[src/rtl/rfPkg.sv]
`default_nettype none

package rfPkg;

  // ----------------------------------------
  // array geometry
  // ----------------------------------------

  localparam int addrWidth = 6;
  localparam int dataWidth = 66;
  localparam int depth = 64;

  // observed lines are write addr, write en, read addr and read en
  localparam int obsPinCount = 2 * addrWidth + 2;

  // ----------------------------------------
  // port bundles
  // ----------------------------------------

  // the array ignores write data while en is low
  typedef struct packed {
    logic en;
    logic [addrWidth-1:0] addr;
    logic [dataWidth-1:0] data;
  } rfWrite;

  typedef struct packed {
    logic en;
    logic [addrWidth-1:0] addr;
  } rfRead;

  // self-test status as seen from outside the array
  typedef struct packed {
    logic busy;
    logic done;
    logic pass;
    logic [addrWidth-1:0] failAddr;
  } bistStatus;

  // march elements, in the order the sequencer walks them
  typedef enum logic [2:0] {
    elemIdle,
    elemInitW0,
    elemR0W1Up,
    elemR1W0Down,
    elemR0Up,
    elemFinish
  } marchElem;

endpackage

`default_nettype wire
[src/rtl/phaseRegFile.sv]
`timescale 1ns/100ps
`default_nettype none

module phaseRegFile
#(
  parameter int obsXorSize = 3,
  localparam int obsFlopCount = (rfPkg::obsPinCount + obsXorSize - 1) / obsXorSize
)
(
  input  logic clock,
  input  logic rstN,
  input  rfPkg::rfWrite writePort,
  input  rfPkg::rfRead readPort,
  input  logic scanMode,
  input  logic bistStart,
  output logic [rfPkg::dataWidth-1:0] readData,
  output rfPkg::bistStatus bistStat,
  output logic [obsFlopCount-1:0] obsOut
);

  rfPkg::rfWrite seqWr;
  rfPkg::rfWrite arrWr;
  rfPkg::rfRead seqRd;
  rfPkg::rfRead arrRd;
  rfPkg::bistStatus seqStat;
  logic [rfPkg::obsPinCount-1:0] obsVec;
  logic [rfPkg::addrWidth-1:0] cntAddr;
  logic cntLast;
  logic cntLoad;
  logic cntDown;
  logic cntStep;
  logic expectBit;
  logic checkClear;
  logic chkFail;
  logic [rfPkg::addrWidth-1:0] chkFailAddr;

  // ----------------------------------------
  // port mux and observation
  // ----------------------------------------

  // the self-test owns the array for the whole run
  assign arrWr = seqStat.busy ? seqWr : writePort;
  assign arrRd = seqStat.busy ? seqRd : readPort;

  // bit 0 upward is write addr, write en, read addr, read en
  assign obsVec = {arrRd.en, arrRd.addr, arrWr.en, arrWr.addr};

  assign bistStat = '{busy: seqStat.busy, done: seqStat.done, pass: seqStat.pass,
                      failAddr: chkFailAddr};

  rfArray array_i (
    .clock    (clock),
    .rstN     (rstN),
    .wr       (arrWr),
    .rd       (arrRd),
    .scanMode (scanMode),
    .readData (readData)
  );

  obsCompress #(
    .pinCount (rfPkg::obsPinCount),
    .xorSize  (obsXorSize)
  ) obs_i (
    .clock  (clock),
    .obsIn  (obsVec),
    .obsOut (obsOut)
  );

  // ----------------------------------------
  // self-test
  // ----------------------------------------

  bistAddrCounter counter_i (
    .clock (clock),
    .rstN  (rstN),
    .load  (cntLoad),
    .down  (cntDown),
    .step  (cntStep),
    .addr  (cntAddr),
    .last  (cntLast)
  );

  bistSequencer sequencer_i (
    .clock      (clock),
    .rstN       (rstN),
    .start      (bistStart),
    .addr       (cntAddr),
    .last       (cntLast),
    .cntLoad    (cntLoad),
    .cntDown    (cntDown),
    .cntStep    (cntStep),
    .wr         (seqWr),
    .rd         (seqRd),
    .expectBit  (expectBit),
    .checkClear (checkClear),
    .fail       (chkFail),
    .stat       (seqStat)
  );

  bistChecker checker_i (
    .clock     (clock),
    .rstN      (rstN),
    .clear     (checkClear),
    .readEn    (seqRd.en),
    .expectBit (expectBit),
    .addr      (cntAddr),
    .readData  (readData),
    .fail      (chkFail),
    .failAddr  (chkFailAddr)
  );

endmodule

`default_nettype wire

[src/rtl/bistChecker.sv]
`timescale 1ns/100ps
`default_nettype none

module bistChecker
(
  input  logic clock,
  input  logic rstN,
  input  logic clear,
  input  logic readEn,
  input  logic expectBit,
  input  logic [rfPkg::addrWidth-1:0] addr,
  input  logic [rfPkg::dataWidth-1:0] readData,
  output logic fail,
  output logic [rfPkg::addrWidth-1:0] failAddr
);

  // read request delayed by one cycle to meet the registered read data
  logic readEnD;
  logic expectD;
  logic [rfPkg::addrWidth-1:0] addrD;
  logic failFlag;
  logic mismatch;

  assign mismatch = readEnD && (readData != {rfPkg::dataWidth{expectD}});

  always_ff @(posedge clock or negedge rstN)
  begin
    if (!rstN)
    begin
      readEnD <= 1'b0;
      expectD <= 1'b0;
      addrD <= '0;
      failFlag <= 1'b0;
      failAddr <= '0;
    end
    else if (clear)
    begin
      readEnD <= 1'b0;
      expectD <= 1'b0;
      addrD <= '0;
      failFlag <= 1'b0;
      failAddr <= '0;
    end
    else
    begin
      readEnD <= readEn;
      expectD <= expectBit;
      addrD <= addr;
      // only the first mismatch is recorded
      if (mismatch && !failFlag)
      begin
        failFlag <= 1'b1;
        failAddr <= addrD;
      end
    end
  end

  // the compare of the current cycle is included so the last read of a run
  // is seen on the same edge that ends it
  assign fail = failFlag || mismatch;

endmodule

`default_nettype wire

[src/rtl/bistSequencer.sv]
`timescale 1ns/100ps
`default_nettype none

module bistSequencer
(
  input  logic clock,
  input  logic rstN,
  input  logic start,
  input  logic [rfPkg::addrWidth-1:0] addr,
  input  logic last,
  output logic cntLoad,
  output logic cntDown,
  output logic cntStep,
  output rfPkg::rfWrite wr,
  output rfPkg::rfRead rd,
  output logic expectBit,
  output logic checkClear,
  input  logic fail,
  output rfPkg::bistStatus stat
);

  rfPkg::marchElem state;
  rfPkg::marchElem nextState;

  // in the read-write elements phase 0 is the read, phase 1 the write
  logic phase;
  logic doneReg;
  logic passReg;
  logic idleStart;

  // start is only taken from idle
  assign idleStart = start && (state == rfPkg::elemIdle);
  assign checkClear = idleStart;

  // the only load into a descending element happens when leaving r0w1
  assign cntDown = (state == rfPkg::elemR0W1Up);

  // ----------------------------------------
  // element decode
  // ----------------------------------------

  always_comb
  begin
    nextState = state;
    cntLoad = 1'b0;
    cntStep = 1'b0;
    expectBit = 1'b0;
    wr = '0;
    rd = '0;
    wr.addr = addr;
    rd.addr = addr;
    case (state)
      rfPkg::elemIdle:
      begin
        if (start)
        begin
          nextState = rfPkg::elemInitW0;
          cntLoad = 1'b1;
        end
      end
      rfPkg::elemInitW0:
      begin
        // one zero write per cycle, ascending
        wr.en = 1'b1;
        cntStep = 1'b1;
        if (last)
        begin
          nextState = rfPkg::elemR0W1Up;
          cntLoad = 1'b1;
        end
      end
      rfPkg::elemR0W1Up:
      begin
        // the data bus carries ones through both phases, which is what
        // scan write-through hands back on the read
        wr.data = '1;
        rd.en = !phase;
        wr.en = phase;
        if (phase)
        begin
          cntStep = 1'b1;
          if (last)
          begin
            nextState = rfPkg::elemR1W0Down;
            cntLoad = 1'b1;
          end
        end
      end
      rfPkg::elemR1W0Down:
      begin
        expectBit = 1'b1;
        rd.en = !phase;
        wr.en = phase;
        if (phase)
        begin
          cntStep = 1'b1;
          if (last)
          begin
            nextState = rfPkg::elemR0Up;
            cntLoad = 1'b1;
          end
        end
      end
      rfPkg::elemR0Up:
      begin
        // final read-only pass over an array that is left all zero
        rd.en = 1'b1;
        cntStep = 1'b1;
        if (last)
        begin
          nextState = rfPkg::elemFinish;
        end
      end
      rfPkg::elemFinish:
      begin
        // drain cycle for the compare of the last read
        nextState = rfPkg::elemIdle;
      end
      default:
      begin
        nextState = rfPkg::elemIdle;
      end
    endcase
  end

  // ----------------------------------------
  // state and status registers
  // ----------------------------------------

  always_ff @(posedge clock or negedge rstN)
  begin
    if (!rstN)
    begin
      state <= rfPkg::elemIdle;
      phase <= 1'b0;
      doneReg <= 1'b0;
      passReg <= 1'b0;
    end
    else
    begin
      state <= nextState;
      // done pulses on the cycle after the drain, together with busy falling
      doneReg <= (state == rfPkg::elemFinish);
      if (idleStart)
      begin
        phase <= 1'b0;
      end
      else if ((state == rfPkg::elemR0W1Up) || (state == rfPkg::elemR1W0Down))
      begin
        phase <= !phase;
      end
      // pass holds its result until the next run starts
      if (idleStart)
      begin
        passReg <= 1'b0;
      end
      else if (state == rfPkg::elemFinish)
      begin
        passReg <= !fail;
      end
    end
  end

  // failAddr comes from the checker and is merged in the top level
  assign stat = '{busy: (state != rfPkg::elemIdle), done: doneReg, pass: passReg,
                  failAddr: '0};

endmodule

`default_nettype wire

[src/rtl/bistAddrCounter.sv]
`timescale 1ns/100ps
`default_nettype none

module bistAddrCounter
(
  input  logic clock,
  input  logic rstN,
  input  logic load,
  input  logic down,
  input  logic step,
  output logic [rfPkg::addrWidth-1:0] addr,
  output logic last
);

  localparam logic [rfPkg::addrWidth-1:0] lastAddr = (rfPkg::addrWidth)'(rfPkg::depth - 1);

  // direction is taken at load and kept for the whole march element,
  // so down only has to be valid on the load cycle
  logic dirDown;

  // load wins over step, the sequencer raises both on the final address
  // of an element
  always_ff @(posedge clock or negedge rstN)
  begin
    if (!rstN)
    begin
      addr <= '0;
      dirDown <= 1'b0;
    end
    else if (load)
    begin
      addr <= down ? lastAddr : '0;
      dirDown <= down;
    end
    else if (step)
    begin
      if (dirDown)
      begin
        addr <= addr - 1'b1;
      end
      else
      begin
        addr <= addr + 1'b1;
      end
    end
  end

  // last marks the final address in the current direction
  assign last = dirDown ? (addr == '0) : (addr == lastAddr);

endmodule

`default_nettype wire

[src/rtl/obsCompress.sv]
`timescale 1ns/100ps
`default_nettype none

module obsCompress
#(
  parameter int pinCount = 1,
  parameter int xorSize = 3,
  // one flop per full group plus one for a partial group at the top
  localparam int flopCount = (pinCount + xorSize - 1) / xorSize
)
(
  input  logic clock,
  input  logic [pinCount-1:0] obsIn,
  output logic [flopCount-1:0] obsOut
);

  logic [flopCount-1:0] groupParity;
  logic [flopCount-1:0] obsFlops;

  // group g covers bits g*xorSize upward, the last group takes what is left
  for (genvar g = 0; g < flopCount; g++)
  begin : groupXor
    if (g < flopCount - 1)
    begin : fullGroup
      assign groupParity[g] = ^obsIn[g*xorSize +: xorSize];
    end
    else
    begin : tailGroup
      assign groupParity[g] = ^obsIn[pinCount-1:g*xorSize];
    end
  end

  // one observation flop per group on the scan chain
  always_ff @(posedge clock)
  begin
    obsFlops <= groupParity;
  end

  assign obsOut = obsFlops;

endmodule

`default_nettype wire

[src/rtl/rfArray.sv]
`timescale 1ns/100ps
`default_nettype none

module rfArray
(
  input  logic clock,
  input  logic rstN,
  input  rfPkg::rfWrite wr,
  input  rfPkg::rfRead rd,
  input  logic scanMode,
  output logic [rfPkg::dataWidth-1:0] readData
);

  // ----------------------------------------
  // storage
  // ----------------------------------------

  // plain flop array with one write port
  logic [rfPkg::dataWidth-1:0] mem [rfPkg::depth];

  always_ff @(posedge clock)
  begin
    if (wr.en)
    begin
      mem[wr.addr] <= wr.data;
    end
  end

  // ----------------------------------------
  // read register
  // ----------------------------------------

  // the read register only moves when read en is high, otherwise the
  // last value stays on readData
  // in scan mode the register captures the write data bus of the same
  // cycle so the scan chain sees the data path without the array
  // a read and a write to the same entry in one cycle return the old entry
  always_ff @(posedge clock or negedge rstN)
  begin
    if (!rstN)
    begin
      readData <= '0;
    end
    else if (rd.en)
    begin
      if (scanMode)
      begin
        readData <= wr.data;
      end
      else
      begin
        readData <= mem[rd.addr];
      end
    end
  end

endmodule

`default_nettype wire

[config.mk]
export PLATFORM = sky130hd
export DESIGN_NAME = phaseRegFile
export DESIGN_NICKNAME = d
export VERILOG_FILES = /design/src/rtl/rfPkg.sv /design/src/rtl/phaseRegFile.sv /design/src/rtl/bistChecker.sv /design/src/rtl/bistSequencer.sv /design/src/rtl/bistAddrCounter.sv /design/src/rtl/obsCompress.sv /design/src/rtl/rfArray.sv
export SDC_FILE = /design/constraint.sdc
export NUM_CORES = 2
export LEC_CHECK = 0
export BUFFER_PORTS_ARGS = -buffer_cell sky130_fd_sc_hd__buf_2
export CAP_MARGIN = 20
export CORE_ASPECT_RATIO = 1.25
export CORE_MARGIN = 5
export CORE_UTILIZATION = 35
export CTS_CLUSTER_DIAMETER = 120
export DETAILED_ROUTE_END_ITERATION = 16
export GPL_TIMING_DRIVEN = 1
export RECOVER_POWER = 25
export SYNTH_ARGS = -nofsm -noshare
export SYNTH_HDL_FRONTEND = slang
export SYNTH_HIERARCHICAL = 1
export SYNTH_MEMORY_MAX_BITS = 65536
export SYNTH_SLANG_ARGS = --single-unit
[constraint.sdc]
create_clock -name clock -period 9.1 [get_ports clock]
set_clock_uncertainty 0.15 [all_clocks]
set_input_delay 0.91 -clock clock [delete_from_list [all_inputs] [get_ports clock]]
set_output_delay 0.91 -clock clock [all_outputs]
set_load 0.02 [all_outputs]
==> flow_metrics.env <==
export IMPL_yosys_warnings=6
export IMPL_hp_class="in -> reg"
export IMPL_setup_ws_ns=3.02
export IMPL_clock_sinks=4323
export IMPL_drtPass1Iterations=6
export IMPL_highest_layer="met5"
export IMPL_arrival_ns=6.26
export IMPL_cts_tree="yes"
export IMPL_wl_met2_mm=257
export IMPL_setup_viol=0
export IMPL_cts_buffers=389
export IMPL_cts_buffer_depth=4
export IMPL_clkSlewWorstSetupHoldPaths_ns=0.06
export IMPL_grt_antenna_before_repair=30
export IMPL_htree_levels=5
export IMPL_violations="max-capacitance violations, max-slew violations"
export IMPL_io_pins=164
export IMPL_fin_crit_sh_pct=66.8
export IMPL_timing_fmax_ghz=0.164
export IMPL_stdcell_area_um2=187000
export IMPL_drt_met1_wl_mm=175
export IMPL_post_route_min_period_ns=6.08
export IMPL_placedInstanceArea_um2=174000
export IMPL_crit_slowest_cell="clkbuf_1"
export IMPL_grt_pass1_vias=83346
export IMPL_port_buffers=163
export IMPL_initial_utilization_pct=35.1
export IMPL_grt_usage_pct=20.0
export IMPL_slew_violations=2277
export IMPL_path_cells="dlygate4sd3_1 > clkbuf_1 > clkbuf_1"
export IMPL_syn_avg_cell_area_um2=22.7
export IMPL_core_um2=472000
export IMPL_drcViolationCount=0
export IMPL_area_growth_pct=13.0
export IMPL_post_cts_resized=0
export IMPL_crit_path_frequent_cell="clkbuf_1"
export IMPL_routed_wl_mm=498
export IMPL_avgViaCountPerCell=5.82
export IMPL_cts_hold_buf=1
export IMPL_hold_viol_final=0
export IMPL_synthCells=7307
export IMPL_status="complete, but fails checks"
export IMPL_required_ns=9.28
export IMPL_drive_above_1_share_pct=26.0
export IMPL_clk_latency_ns=0.96
export IMPL_crit_family="buffers and inverters"
export IMPL_ir_drop_v=0.000330
export IMPL_die_area_um2=487000
export IMPL_cp_start_kind="primary input"
export IMPL_syn_nets=7396
export IMPL_rsz0062_at_grt="no"
export IMPL_antenna_left=0
export IMPL_final_common_cell="edfxtp_1"
export IMPL_grt_overflow=0
export IMPL_wl_per_cell_um=35.2
export IMPL_rows=282
export IMPL_finalWeightedCongestion=0.777
export IMPL_slew_headroom_pct=-111
export IMPL_dieHeight_um=779
export IMPL_max_slew_worst_pin_slew_ns=3.17
export IMPL_grt_max_degree=122
export IMPL_final_nets=7640
export IMPL_critPathCaptureType="async pin"
export IMPL_routed_wl_met3_mm=38.8
export IMPL_cts_setup_buffers=0
export IMPL_dp_hpwl_mm=252
export IMPL_worstPathMaxFanout=26
export IMPL_die_w_um=625
export IMPL_slowest_delay_ns=2.32
export IMPL_drtIter0Drc=10465
export IMPL_leakage_nw=58.1
export IMPL_tns_ns=0
export IMPL_root_buffer="clkbuf_16"
export IMPL_cap_violations=37
export IMPL_worstSetupPathType="in -> async"
export IMPL_preCtsSetupSlack_ns=3.45
export IMPL_path_buf_inv=3
export IMPL_layout_common_cells="edfxtp_1 (4224), mux4_2 (1056), a22oi_1 (528)"
export IMPL_synth_area_um2=166000
export IMPL_vias=82337
export IMPL_powerDensity_nw_per_um2=327
export IMPL_grt_first_pass_wirelength_mm=683
per-stage QoR:
step / instances / util [%] / total power [mW] / hold WS [ns]
2_1_floorplan: 7307 / - / 38.2 / 0.344
3_3_place_gp: 13400 / 36.9 / 44.5 / 0.369
3_5_place_dp: 13406 / 37.0 / 44.9 / 0.374
4_1_cts: 14125 / 39.7 / 61.4 / 0.254
5_1_grt: 14130 / 39.7 / 63.1 / 0.310
6_report: 14137 / 39.7 / 61.2 / 0.305
cell type report:
class                      instances  area [um^2]
fill                           41019       285000
sequential                      4323       129000
multi-input combinational       2398        33800
clock buffer                     489        10400
tap                             6248         7820
timing repair buffer             363         3050
clock inverter                   229         2420
inverter                          76          285
antenna                           11         27.5
worst paths after layout:
check,cells after the start,slack (ns),start,to
setup / recovery,3,3.02,rstN,array_i/readData[45]$_DFFE_PN0P_
hold / removal,4,0.30,bistStart,sequencer_i/phase$_DFFE_PN0P_
setup reg to reg,9,3.51,sequencer_i/state[0]$_DFFE_PN0P_,array_i/readData[39]$_DFFE_PN0P_
hold reg to reg,2,0.39,checker_i/failFlag$_DFFE_PN0P_,checker_i/failFlag$_DFFE_PN0P_
max in group clock,9,3.51,sequencer_i/state[0]$_DFFE_PN0P_,array_i/readData[39]$_DFFE_PN0P_
min in group asynchronous,2,1.56,rstN,array_i/readData[22]$_DFFE_PN0P_
flip-flops by register name, summed over array words and instances (netlist names):
register	flops
array_i/mem	4224
array_i/readData	66
checker_i/addrD	6
checker_i/expectD	1
checker_i/failAddr	6
checker_i/failFlag	1
checker_i/readEnD	1
counter_i/addr	6
counter_i/dirDown	1
obs_i/obsOut	5
sequencer_i/doneReg	1
sequencer_i/passReg	1
sequencer_i/phase	1
sequencer_i/state	3
per-layer routing:
metal  vias up  GRT usage, %
li1      31779             -
met1     45339          24.0
met2      4144          35.1
met3      1051          3.46
met4        24          9.24
met5         -             0
worst min-delay path, cell delays in order:
cell      delay, ns
buf_2          0.12
nand2b_1       0.08
a21oi_1        0.08
o22ai_1        0.13
where the power goes:
group / internal (mW) / switching, mW / leakage, nW
clock: 9.43 / 7.43 / 6.28
combinational: 7.22 / 12.0 / 11.4
sequential: 24.6 / 0.534 / 40.4
total: 41.2 / 19.9 / 58.1
Power figures use the tool's default switching activity.
